===== config.mk =====
export PLATFORM = sky130hd
export DESIGN_NAME = fir_top
export DESIGN_NICKNAME = d
export VERILOG_FILES = /design/src/common/fir_data_pkg.sv /design/src/common/fir_regs_pkg.sv /design/src/hw/fir/fir_coef_mem.sv /design/src/hw/fir/fir_ctrl.sv /design/src/hw/fir/fir_history.sv /design/src/hw/fir/fir_mac.sv /design/src/hw/fir_top.sv
export SDC_FILE = /design/constraint.sdc
export NUM_CORES = 2
export LEC_CHECK = 0
export ABC_CLOCK_PERIOD_IN_PS = 21100
export BUFFER_PORTS_ARGS = -buffer_cell sky130_fd_sc_hd__buf_2
export CORE_UTILIZATION = 65
export CTS_CLUSTER_SIZE = 40
export DETAILED_ROUTE_END_ITERATION = 6
export PLACE_DENSITY = 0.82
export SLEW_MARGIN = 30
export SYNTH_ARGS = -nofsm -noshare
export SYNTH_HDL_FRONTEND = slang
export SYNTH_SLANG_ARGS = --single-unit

===== constraint.sdc =====
create_clock -name clk -period 21.1 [get_ports clk]
set_input_delay 1.055 -clock clk [delete_from_list [all_inputs] [get_ports clk]]
set_output_delay 1.055 -clock clk [all_outputs]
set_load 0.01 [all_outputs]

===== src/common/fir_data_pkg.sv =====
//////////////////////////////////////////////////////////////////////
// Datapath number formats of the FIR block
// Coefficient width and type, Q15 scaling of the tap sum
//////////////////////////////////////////////////////////////////////

package fir_data_pkg;

    // Coefficients are Q15 fractions
    localparam int coef_width = 16;

    typedef logic signed [coef_width-1:0] coef_t;

    // Sum of Q15 products back to sample scale
    localparam int frac_shift = 15;

endpackage


===== src/common/fir_regs_pkg.sv =====
//////////////////////////////////////////////////////////////////////
// APB register map of the FIR block
// Register offsets, control and coefficient word layouts, and the
// union that decodes one APB data word either way
//////////////////////////////////////////////////////////////////////

package fir_regs_pkg;

    localparam int apb_addr_width = 12;
    localparam int apb_data_width = 32;
    localparam int n_taps_width   = 8;

    // Register offsets
    localparam logic [apb_addr_width-1:0] addr_ctrl      = 12'h000;
    localparam logic [apb_addr_width-1:0] addr_coef_data = 12'h004;
    localparam logic [apb_addr_width-1:0] addr_coef_addr = 12'h008;

    // Control word, clear is a write-only strobe
    typedef struct packed {
        logic [apb_data_width-n_taps_width-3:0] reserved;
        logic                                   clear;
        logic                                   enable;
        logic [n_taps_width-1:0]                n_taps;
    } ctrl_fields_t;

    // Coefficient word, value in the low half
    typedef struct packed {
        logic [apb_data_width-fir_data_pkg::coef_width-1:0] reserved;
        fir_data_pkg::coef_t                                value;
    } coef_fields_t;

    // Same pwdata word, seen through whichever register is addressed
    typedef union packed {
        ctrl_fields_t ctrl;
        coef_fields_t coef;
    } apb_word_u;

endpackage


===== src/hw/fir/fir_coef_mem.sv =====
//////////////////////////////////////////////////////////////////////
// Coefficient memory
// One write port, registered read port
//////////////////////////////////////////////////////////////////////
`timescale 1ns/1ps

module fir_coef_mem #(
    parameter int MAX_TAPS = 32,
    localparam int tap_aw = $clog2(MAX_TAPS)
) (
    input  logic                clk,
    input  logic                rst,
    input  logic                we,
    input  logic [tap_aw-1:0]   waddr,
    input  fir_data_pkg::coef_t wdata,
    input  logic [tap_aw-1:0]   raddr,
    output fir_data_pkg::coef_t rdata
);

    fir_data_pkg::coef_t mem [MAX_TAPS];

    // Unloaded taps must read as zero
    always_ff @(posedge clk) begin
        if (rst) begin
            for (int i = 0; i < MAX_TAPS; i++) begin
                mem[i] <= '0;
            end
        end else if (we) begin
            mem[waddr] <= wdata;
        end
    end

    // One cycle read latency
    always_ff @(posedge clk) begin
        rdata <= mem[raddr];
    end

endmodule


===== src/hw/fir/fir_ctrl.sv =====
//////////////////////////////////////////////////////////////////////
// FIR controller
// APB register file, coefficient loading, tap sequencer FSM and the
// flag pipeline that times out_valid
//////////////////////////////////////////////////////////////////////
`timescale 1ns/1ps

module fir_ctrl #(
    parameter int MAX_TAPS = 32,
    localparam int tap_aw = $clog2(MAX_TAPS)
) (
    input  logic                                    clk,
    input  logic                                    rst,
    // APB slave
    input  logic                                    psel,
    input  logic                                    penable,
    input  logic                                    pwrite,
    input  logic [fir_regs_pkg::apb_addr_width-1:0] paddr,
    input  logic [fir_regs_pkg::apb_data_width-1:0] pwdata,
    output logic [fir_regs_pkg::apb_data_width-1:0] prdata,
    output logic                                    pready,
    output logic                                    pslverr,
    // Stream handshakes
    input  logic                                    in_valid,
    output logic                                    in_ready,
    output logic                                    out_valid,
    input  logic                                    out_ready,
    // Coefficient memory
    output logic                                    coef_we,
    output logic [tap_aw-1:0]                       coef_waddr,
    output fir_data_pkg::coef_t                     coef_wdata,
    output logic [tap_aw-1:0]                       coef_raddr,
    // Sample history
    output logic                                    hist_shift,
    output logic                                    hist_clear,
    output logic [tap_aw-1:0]                       hist_raddr,
    // MAC control, aligned with the read data
    output logic                                    mac_start,
    output logic                                    mac_step,
    output logic                                    mac_last
);

    localparam logic [1:0] st_idle = 2'd0;
    localparam logic [1:0] st_run  = 2'd1;
    localparam logic [1:0] st_hold = 2'd2;

    fir_regs_pkg::apb_word_u wr_word;
    fir_regs_pkg::apb_word_u rd_word;

    logic apb_access;
    logic apb_write;
    logic hit_ctrl;
    logic hit_coef_data;
    logic hit_coef_addr;

    logic [fir_regs_pkg::n_taps_width-1:0] n_taps_r;
    logic                                  enable_r;
    fir_data_pkg::coef_t                   coef_data_r;

    logic [1:0]                            state;
    logic [fir_regs_pkg::n_taps_width-1:0] tap_cnt;
    logic [fir_regs_pkg::n_taps_width-1:0] last_tap;
    logic                                  accept;
    logic                                  issue;
    logic                                  issue_last;

    // Tap flags after read, multiply and accumulate
    logic rd_step;
    logic rd_first;
    logic rd_last;
    logic mul_last;
    logic acc_last;
    logic out_valid_r;

    assign wr_word       = pwdata;
    assign apb_access    = psel & penable;
    assign apb_write     = apb_access & pwrite;
    assign hit_ctrl      = (paddr == fir_regs_pkg::addr_ctrl);
    assign hit_coef_data = (paddr == fir_regs_pkg::addr_coef_data);
    assign hit_coef_addr = (paddr == fir_regs_pkg::addr_coef_addr);

    // No wait states
    assign pready  = 1'b1;
    assign pslverr = apb_access & ~(hit_ctrl | hit_coef_data | hit_coef_addr);

    always_ff @(posedge clk) begin
        if (rst) begin
            n_taps_r    <= '0;
            enable_r    <= 1'b0;
            coef_data_r <= '0;
        end else if (apb_write) begin
            if (hit_ctrl) begin
                n_taps_r <= wr_word.ctrl.n_taps;
                enable_r <= wr_word.ctrl.enable;
            end
            if (hit_coef_data) begin
                coef_data_r <= wr_word.coef.value;
            end
        end
    end

    always_comb begin
        rd_word = '0;
        if (hit_ctrl) begin
            rd_word.ctrl.n_taps = n_taps_r;
            rd_word.ctrl.enable = enable_r;
        end else if (hit_coef_data || hit_coef_addr) begin
            rd_word.coef.value = coef_data_r;
        end
    end

    assign prdata = rd_word;

    // Address write commits the held coefficient, index wraps at MAX_TAPS
    assign coef_we    = apb_write & hit_coef_addr;
    assign coef_waddr = pwdata[tap_aw-1:0];
    assign coef_wdata = coef_data_r;
    assign hist_clear = apb_write & hit_ctrl & wr_word.ctrl.clear;

    assign in_ready   = (state == st_idle) & enable_r & (n_taps_r != '0);
    assign accept     = in_valid & in_ready;
    assign issue      = (state == st_run);
    assign issue_last = issue & (tap_cnt == last_tap);

    assign hist_shift = accept;
    assign coef_raddr = tap_cnt[tap_aw-1:0];
    assign hist_raddr = tap_cnt[tap_aw-1:0];

    always_ff @(posedge clk) begin
        if (rst) begin
            state    <= st_idle;
            tap_cnt  <= '0;
            last_tap <= '0;
        end else begin
            case (state)
                st_idle: begin
                    if (accept) begin
                        state    <= st_run;
                        tap_cnt  <= '0;
                        // Tap count sampled per sample
                        last_tap <= n_taps_r - 1'b1;
                    end
                end
                st_run: begin
                    tap_cnt <= tap_cnt + 1'b1;
                    if (issue_last) begin
                        state <= st_hold;
                    end
                end
                st_hold: begin
                    // Wait for drain and the output transfer
                    if (out_valid_r && out_ready) begin
                        state <= st_idle;
                    end
                end
                default: begin
                    state <= st_idle;
                end
            endcase
        end
    end

    always_ff @(posedge clk) begin
        if (rst) begin
            rd_step     <= 1'b0;
            rd_first    <= 1'b0;
            rd_last     <= 1'b0;
            mul_last    <= 1'b0;
            acc_last    <= 1'b0;
            out_valid_r <= 1'b0;
        end else begin
            rd_step  <= issue;
            rd_first <= issue & (tap_cnt == '0);
            rd_last  <= issue_last;
            mul_last <= rd_last;
            acc_last <= mul_last;
            if (acc_last) begin
                out_valid_r <= 1'b1;
            end else if (out_ready) begin
                out_valid_r <= 1'b0;
            end
        end
    end

    assign mac_step  = rd_step;
    assign mac_start = rd_first;
    assign mac_last  = rd_last;
    assign out_valid = out_valid_r;

endmodule


===== src/hw/fir/fir_history.sv =====
//////////////////////////////////////////////////////////////////////
// Sample history
// Shift register of accepted samples, newest at index 0,
// with clear and a registered indexed read
//////////////////////////////////////////////////////////////////////
`timescale 1ns/1ps

module fir_history #(
    parameter int MAX_TAPS     = 32,
    parameter int SAMPLE_WIDTH = 16,
    localparam int tap_aw = $clog2(MAX_TAPS)
) (
    input  logic                           clk,
    input  logic                           rst,
    input  logic                           shift,
    input  logic                           clear,
    input  logic signed [SAMPLE_WIDTH-1:0] din,
    input  logic [tap_aw-1:0]              raddr,
    output logic signed [SAMPLE_WIDTH-1:0] rdata
);

    logic signed [SAMPLE_WIDTH-1:0] hist [MAX_TAPS];

    always_ff @(posedge clk) begin
        if (rst || clear) begin
            for (int i = 0; i < MAX_TAPS; i++) begin
                hist[i] <= '0;
            end
        end else if (shift) begin
            // Oldest sample falls off the top
            for (int i = MAX_TAPS - 1; i > 0; i--) begin
                hist[i] <= hist[i-1];
            end
            hist[0] <= din;
        end
    end

    // Same latency as the coefficient read
    always_ff @(posedge clk) begin
        rdata <= hist[raddr];
    end

endmodule


===== src/hw/fir/fir_mac.sv =====
//////////////////////////////////////////////////////////////////////
// Multiply-accumulate pipeline
// Registered product, accumulator, Q15 shift and saturation
//////////////////////////////////////////////////////////////////////
`timescale 1ns/1ps

module fir_mac #(
    parameter int SAMPLE_WIDTH = 16
) (
    input  logic                           clk,
    input  logic                           rst,
    input  logic                           start,
    input  logic                           step,
    input  logic                           last,
    input  fir_data_pkg::coef_t            coef,
    input  logic signed [SAMPLE_WIDTH-1:0] sample,
    output logic signed [SAMPLE_WIDTH-1:0] result
);

    // Headroom for 64 full-scale products
    localparam int max_terms  = 64;
    localparam int prod_width = SAMPLE_WIDTH + fir_data_pkg::coef_width;
    localparam int acc_width  = prod_width + $clog2(max_terms);

    localparam logic signed [acc_width-1:0] sat_max =
        {{(acc_width - SAMPLE_WIDTH + 1){1'b0}}, {(SAMPLE_WIDTH - 1){1'b1}}};
    localparam logic signed [acc_width-1:0] sat_min = ~sat_max;

    logic signed [prod_width-1:0] prod;
    logic signed [acc_width-1:0]  prod_ext;
    logic signed [acc_width-1:0]  acc;
    logic signed [acc_width-1:0]  acc_shifted;
    logic                         start_d;
    logic                         step_d;
    logic                         last_d;
    logic                         acc_done;

    always_ff @(posedge clk) begin
        if (rst) begin
            start_d  <= 1'b0;
            step_d   <= 1'b0;
            last_d   <= 1'b0;
            acc_done <= 1'b0;
        end else begin
            start_d  <= start;
            step_d   <= step;
            last_d   <= last;
            acc_done <= last_d & step_d;
        end
    end

    // Stage 1 multiply
    always_ff @(posedge clk) begin
        prod <= sample * coef;
    end

    assign prod_ext = {{(acc_width - prod_width){prod[prod_width-1]}}, prod};

    // Stage 2, first tap loads instead of adding
    always_ff @(posedge clk) begin
        if (step_d) begin
            acc <= start_d ? prod_ext : acc + prod_ext;
        end
    end

    assign acc_shifted = acc >>> fir_data_pkg::frac_shift;

    // Result held until the next sample completes
    always_ff @(posedge clk) begin
        if (acc_done) begin
            if (acc_shifted > sat_max) begin
                result <= sat_max[SAMPLE_WIDTH-1:0];
            end else if (acc_shifted < sat_min) begin
                result <= sat_min[SAMPLE_WIDTH-1:0];
            end else begin
                result <= acc_shifted[SAMPLE_WIDTH-1:0];
            end
        end
    end

endmodule


===== src/hw/fir_top.sv =====
//////////////////////////////////////////////////////////////////////
// FIR filter top level
// Controller, coefficient memory, sample history and MAC
//////////////////////////////////////////////////////////////////////
`timescale 1ns/1ps

module fir_top #(
    parameter int MAX_TAPS     = 32,
    parameter int SAMPLE_WIDTH = 16
) (
    input  logic                                    clk,
    input  logic                                    rst,
    // APB configuration port
    input  logic                                    psel,
    input  logic                                    penable,
    input  logic                                    pwrite,
    input  logic [fir_regs_pkg::apb_addr_width-1:0] paddr,
    input  logic [fir_regs_pkg::apb_data_width-1:0] pwdata,
    output logic [fir_regs_pkg::apb_data_width-1:0] prdata,
    output logic                                    pready,
    output logic                                    pslverr,
    // Sample streams
    input  logic                                    in_valid,
    output logic                                    in_ready,
    input  logic signed [SAMPLE_WIDTH-1:0]          in_data,
    output logic                                    out_valid,
    input  logic                                    out_ready,
    output logic signed [SAMPLE_WIDTH-1:0]          out_data
);

    localparam int tap_aw = $clog2(MAX_TAPS);

    logic                           coef_we;
    logic [tap_aw-1:0]              coef_waddr;
    fir_data_pkg::coef_t            coef_wdata;
    logic [tap_aw-1:0]              coef_raddr;
    fir_data_pkg::coef_t            coef_rdata;
    logic                           hist_shift;
    logic                           hist_clear;
    logic [tap_aw-1:0]              hist_raddr;
    logic signed [SAMPLE_WIDTH-1:0] hist_rdata;
    logic                           mac_start;
    logic                           mac_step;
    logic                           mac_last;

    fir_ctrl #(
        .MAX_TAPS(MAX_TAPS)
    ) u_ctrl (
        .clk(clk),
        .rst(rst),
        .psel(psel),
        .penable(penable),
        .pwrite(pwrite),
        .paddr(paddr),
        .pwdata(pwdata),
        .prdata(prdata),
        .pready(pready),
        .pslverr(pslverr),
        .in_valid(in_valid),
        .in_ready(in_ready),
        .out_valid(out_valid),
        .out_ready(out_ready),
        .coef_we(coef_we),
        .coef_waddr(coef_waddr),
        .coef_wdata(coef_wdata),
        .coef_raddr(coef_raddr),
        .hist_shift(hist_shift),
        .hist_clear(hist_clear),
        .hist_raddr(hist_raddr),
        .mac_start(mac_start),
        .mac_step(mac_step),
        .mac_last(mac_last)
    );

    fir_coef_mem #(
        .MAX_TAPS(MAX_TAPS)
    ) u_coef_mem (
        .clk(clk),
        .rst(rst),
        .we(coef_we),
        .waddr(coef_waddr),
        .wdata(coef_wdata),
        .raddr(coef_raddr),
        .rdata(coef_rdata)
    );

    fir_history #(
        .MAX_TAPS(MAX_TAPS),
        .SAMPLE_WIDTH(SAMPLE_WIDTH)
    ) u_history (
        .clk(clk),
        .rst(rst),
        .shift(hist_shift),
        .clear(hist_clear),
        .din(in_data),
        .raddr(hist_raddr),
        .rdata(hist_rdata)
    );

    fir_mac #(
        .SAMPLE_WIDTH(SAMPLE_WIDTH)
    ) u_mac (
        .clk(clk),
        .rst(rst),
        .start(mac_start),
        .step(mac_step),
        .last(mac_last),
        .coef(coef_rdata),
        .sample(hist_rdata),
        .result(out_data)
    );

endmodule


-- Word level (Yosys, flattened, before mapping)
Memories as Yosys holds them, arrays and structs flattened. A register that Yosys moved wholly into a read port is not among the register bits.
Cells that the tools add are included.
W data, S select, Z words.
- add/subtract/negate cells: 3
- bitwise gates (word level): 47
- order comparisons: 2
- multiply operators: 1
- reduce and logical (&&, ||, !) cells: 15
- muxes and demuxes: 58
- eq/ne operators: 8
- operators with widths (operator ; count):
    $mux W16 ; 35
    $add A38 B32 Y38 ; 1
    $mux W38 ; 1
    $or A1 B1 Y1 ; 34
    $mul A16 B16 Y32 ; 1
    $gt A23 B16 Y1 const B ; 1
    $lt A23 B16 Y1 const B ; 1
    $pmux W8 S2 ; 1
    $reduce_or A16 Y1 ; 1
    $mux W1 ; 13
    $and A1 B1 Y1 ; 12
    $eq A12 B3 Y1 const B ; 1
    $eq A12 B4 Y1 const B ; 1
    $logic_not A12 Y1 ; 1
    $mux W9 ; 1
    $add A8 B1 Y8 const B ; 1
    $eq A8 B8 Y1 ; 1
    $logic_not A8 Y1 ; 1
    $mux W8 ; 1
    $reduce_and A2 Y1 ; 4
    $reduce_bool A8 Y1 ; 1
    $sub A8 B1 Y8 const B ; 1
    $mux W7 ; 1
    $mux W2 ; 3
    12 further kinds ; 15
- memories: 2
- register bits: 138
- memory bits (writable): 1024
- memories (name ; words ; bits a word ; rd ports ; clocked after memory_dff ; wr ports ; line ; RTL):
    u_coef_mem.mem ; 32 ; 16 ; 1 ; 1 ; 32 ; fir_coef_mem.sv:20 ; fir_data_pkg::coef_t mem [MAX_TAPS];
    u_history.hist ; 32 ; 16 ; 32 ; 1 ; 32 ; fir_history.sv:22 ; logic signed [SAMPLE_WIDTH-1:0] hist [MAX_TAPS];

-- Depth between registers and ports, before layout
- depth in word-level cells: 8
- mapped depth: 23
- gate-level depth less buffers: 22

-- Modules after synthesis
Synthesis repeated with hierarchy kept, for this count alone.
- cell total of the unflattened synthesis: 5300
- area total of the unflattened synthesis: 65491.6 um2
- modules (own cells, without submodules) (module ; times used ; cells each ; area each (um2)):
    fir_coef_mem ; 1 ; 1773 ; 24457.2
    fir_history ; 1 ; 1667 ; 23750.3
    fir_mac ; 1 ; 1534 ; 14577.7
    fir_ctrl ; 1 ; 326 ; 2706.3

-- Worst setup path before layout
OpenSTA, ideal clock, no wires.
- path kind: in2reg
- start point: input paddr[7] in the netlist's numbering
- end point: memory u_history.hist[0][0], enable pin
- path buffers: 1
- arrival time: 12.875 ns
- required time: 20.220 ns
- setup slack: 7.345 ns
- stages: 6
- path through: nor4_1 > nand3_1 > or3_1 > nor3_1 > buf_1 > a211o_1
- RTL lines (item ; line ; RTL):
    start: declaration ; fir_top.sv:17 ; input logic [fir_regs_pkg::apb_addr_width-1:0] paddr,
    end: declaration ; fir_history.sv:22 ;

-- Worst setup path in the final report
- start point: register u_coef_mem.rdata[1] (read register of u_coef_mem.mem)
- end point: register u_mac.prod[31]
- word-level cells in the longest chain between the ends: 1
- ends and longest elaborated chain (item ; line ; RTL):
    start: declaration ; fir_coef_mem.sv:17 ; output fir_data_pkg::coef_t rdata
    $mul A16 B16 Y32 ; fir_mac.sv:54 ; prod <= sample * coef;
    end signal: assignment ; fir_mac.sv:54 ;
    end: declaration ; fir_mac.sv:29 ; logic signed [prod_width-1:0] prod;
No other way between the ends.
A chain may end at the register's enable or synchronous reset.

==> reports/summary.txt <==
Syn-to-layout area delta: 8.49%
Vias in the first global route: 36600
Max Fclk: 0.143 GHz
Final #Nets: 4994
Area of the multi-input gates: 26700 um2
Setup repair bufs after CTS: 0
CP startpoint kind: register
Placed wire-length estimate: 80.9 mm
Ys flop type: edfxtp_1
Worst reg-to-reg setup slack: 14.11 ns
Routed Antenna Nets: 0
Hold_buf cts: 0
Die area: 99200 um2
Syn_area_per_cell: 14.0 um2
Violated checks: DRC
H-Tree Depth: 3
DRC Markers: 28
Row count: 114
Pin count of the biggest net entering global routing: 158
Clock skew: 0.0306 ns
FF+latch area: 34700 um2
Status: finished with violations
Die height: 315 um
CP peak stage delay: 1.01 ns
Critical path peak fanout: 16
Clk_lat worst skew: 0.72 ns
# port buffers: 85
CTS tree: built
Worst VDD drop: 0.0777 mV
GRT Total Usage: 27.2%
Mapped Cells: 4558
Crit. End Element: register
Cell variety after synth: 72
Layout cells sized above 1: 16.2%
Overflow after GRT: 0
Crit-path most repeated cell: fa_1
First DRT Iteration DRCs: 3699
Pins over their slew limit: 0
Initial antenna violation count: 6
Post-cts sizing count: 0
Fillers: 6032
Ys Warns: 0
DRT Pass-1 Iters: 7
Critical Path AT: 7.58 ns
Synth Register Bits: 1194
CTS max path bufs: 3
Final hold vios: 0
Seq/Total Area, Yosys: 54.5%
Final worst-path cycle share: 33.1%
Detailed-route wire length: 132 mm
Drt wl/cell: 22.2 um
Clk sink count: 1194
Leak: 26.3 nW
Vias: 35700
Hold slack final: 0.434 ns
Setup_tns: 0 ns
Initial Utilization: 65.7%
Final setup viols: 0
Finished Cell Area: 69100 um2
Area of the mapped netlist: 63600 um2
Core area: 96900 um2
Die Wd: 315 um
Total CTS buffers: 119
Number of synthesized flops with an enable pin: 1078
Clock transition at path regs: 0.06 ns
Minimum clock period: 6.99 ns
Power Density: 85.7 nW/um2
Worst min-delay path category: register to register
Max-slew headroom: 36.1%
Routability cong.: 0.872
Crit-path cells: nand2_1, inv_1, fa_1, fa_1, fa_1, fa_1, fa_1, inv_1, fa_1, inv_1, ha_1, nand2_1, o211ai_1, o31ai_1, and4_1, nor2_1, a2111oi_0, o21bai_1, a21oi_1, xnor2_1
CP Class: register to register
Max-cap violations: 0
First-pass GRT wire length: 207 mm
Total I/O pin count: 119
Ys async rst share: 0%
Slew at the pin with the worst max-slew slack: 0.958 ns
Slowest cell on crit path: fa_1
Drt via density: 6.03
Required time of the critical path: 21.69 ns
Root buf cell: clkbuf_16
RSZ-0062 raised after global routing: no
Placed Area: 65200 um2
-- logic make-up after synthesis --
| group | share of synthesized area [%] |
|---|---|
| AO/OA/AOI/OAI | 2.65 |
| XOR/XNOR | 1.16 |
| adder cells (fa/ha/maj) | 10.7 |
| buffers and inverters | 3.66 |
| flip-flops | 54.5 |
| multiplexers | 12.4 |
| other | 0.0118 |
| AND/OR/NAND/NOR | 14.9 |
-- cell usage after synthesis, types with 5 or more instances --
cell type	count	area share, %
a211oi_1	12	0.14
a21o_1	14	0.17
a21oi_1	68	0.53
a22oi_1	10	0.12
a31oi_1	5	0.049
and2_1	1161	11
and4_1	6	0.083
buf_1	24	0.14
buf_4	17	0.20
clkbuf_1	259	1.5
dfxtp_1	116	3.6
edfxtp_1	1078	51
fa_1	263	8.3
ha_1	123	2.4
inv_1	301	1.8
mux2_2	37	0.65
mux2i_1	27	0.42
mux4_2	320	11
nand2_1	188	1.1
nand2b_1	14	0.14
nand3_1	28	0.22
nand3b_1	6	0.071
nand4_1	7	0.069
nor2_1	142	0.84
nor2b_1	10	0.098
nor3_1	14	0.11
nor3b_1	6	0.071
nor4_1	8	0.079
o211ai_1	6	0.071
o21a_1	27	0.32
o21ai_0	63	0.50
o21bai_1	12	0.14
o31ai_1	6	0.071
or2_2	36	0.35
xnor2_1	53	0.73
xor2_1	31	0.43
-- layout by cell type, fill, tap and decap left out, drive strengths merged, types with 28 or more instances in the layout --
cell / Yosys / layout
buf: 43 / 149
a21oi: 68 / 68
and2: 1161 / 1161
o21ai: 65 / 65
ha: 123 / 123
fa: 263 / 263
mux4: 320 / 320
xor2: 31 / 31
xnor2: 53 / 53
clkbuf: 259 / 155
dfxtp: 116 / 116
edfxtp: 1078 / 1078
or2: 36 / 36
nand2: 188 / 188
mux2: 37 / 37
nor2: 142 / 142
clkinv: 0 / 55
nand3: 28 / 28
inv: 301 / 304
-- report_power, final --
part / internal [mW] / switching, mW / leakage (nW)
clock: 1.18 / 0.907 / 1.88
sequential: 2.70 / 0.0603 / 12.0
combinational: 0.473 / 0.601 / 12.4
total: 4.35 / 1.57 / 26.3
-- worst max-delay path: cells and delay by family (launching register included) --
kind,cells,cell delay (ns)
XOR/XNOR,1,0.07
buffers and inverters,3,0.26
AO/OA/AOI/OAI,5,1.20
flip-flops,1,0.73
AND/OR/NAND/NOR,4,0.64
adder cells (fa/ha/maj),7,3.95
-- metrics by stage --
| step | instances | power (mW) | worst slack (ns) | utilization [%] |
|---|---|---|---|---|
| 3_3_place_gp | 5693 | 3.83 | 14.30 | 67.2 |
| 6_report | 5923 | 5.92 | 14.11 | 71.3 |
| 2_1_floorplan | 4573 | 3.65 | 7.34 | - |
| 3_5_place_dp | 5695 | 3.87 | 14.12 | 67.3 |
| 5_1_grt | 5922 | 6.19 | 13.75 | 71.3 |
| 4_1_cts | 5921 | 5.95 | 14.13 | 71.2 |
-- state kept, by name, indices dropped and copies added, names as in the netlist, 2 cells and up --
register and count:
u_ctrl.n_taps_r 8, u_coef_mem.rdata 16, u_mac.result 16, u_ctrl.state 2
u_ctrl.tap_cnt 8, u_mac.prod 32, u_mac.acc 38, u_history.hist 512
u_ctrl.coef_wdata 16, u_history.rdata 16, u_coef_mem.mem 512, u_ctrl.last_tap 8
-- cell type report --
type | count | area share, %
sequential | 1194 | 50.3
multi-input combinational | 2776 | 38.7
clock buffer | 155 | 4.66
tap | 1276 | 2.31
inverter | 301 | 1.64
timing repair buffer | 149 | 1.49
clock inverter | 71 | 0.906
antenna | 1 | 0.00362
-- metal layers --
layer	vias to the layer above	GRT usage [%]	wire length (um)
li1	15900	-	-
met1	18300	37.7	53400
met2	1278	45.0	65700
met3	242	4.18	9040
met4	6	8.22	3400
met5	-	0	40
-- worst paths after layout --
path | from | end | depth (start not counted)
max reg2reg | u_coef_mem.rdata[1] | u_mac.prod[31] | 20
min reg2reg | u_ctrl.mac_last | u_ctrl.mul_last | 1
min | u_ctrl.mac_last | u_ctrl.mul_last | 1
max | u_coef_mem.rdata[1] | u_mac.prod[31] | 20
Power figures use the tool's default switching activity.
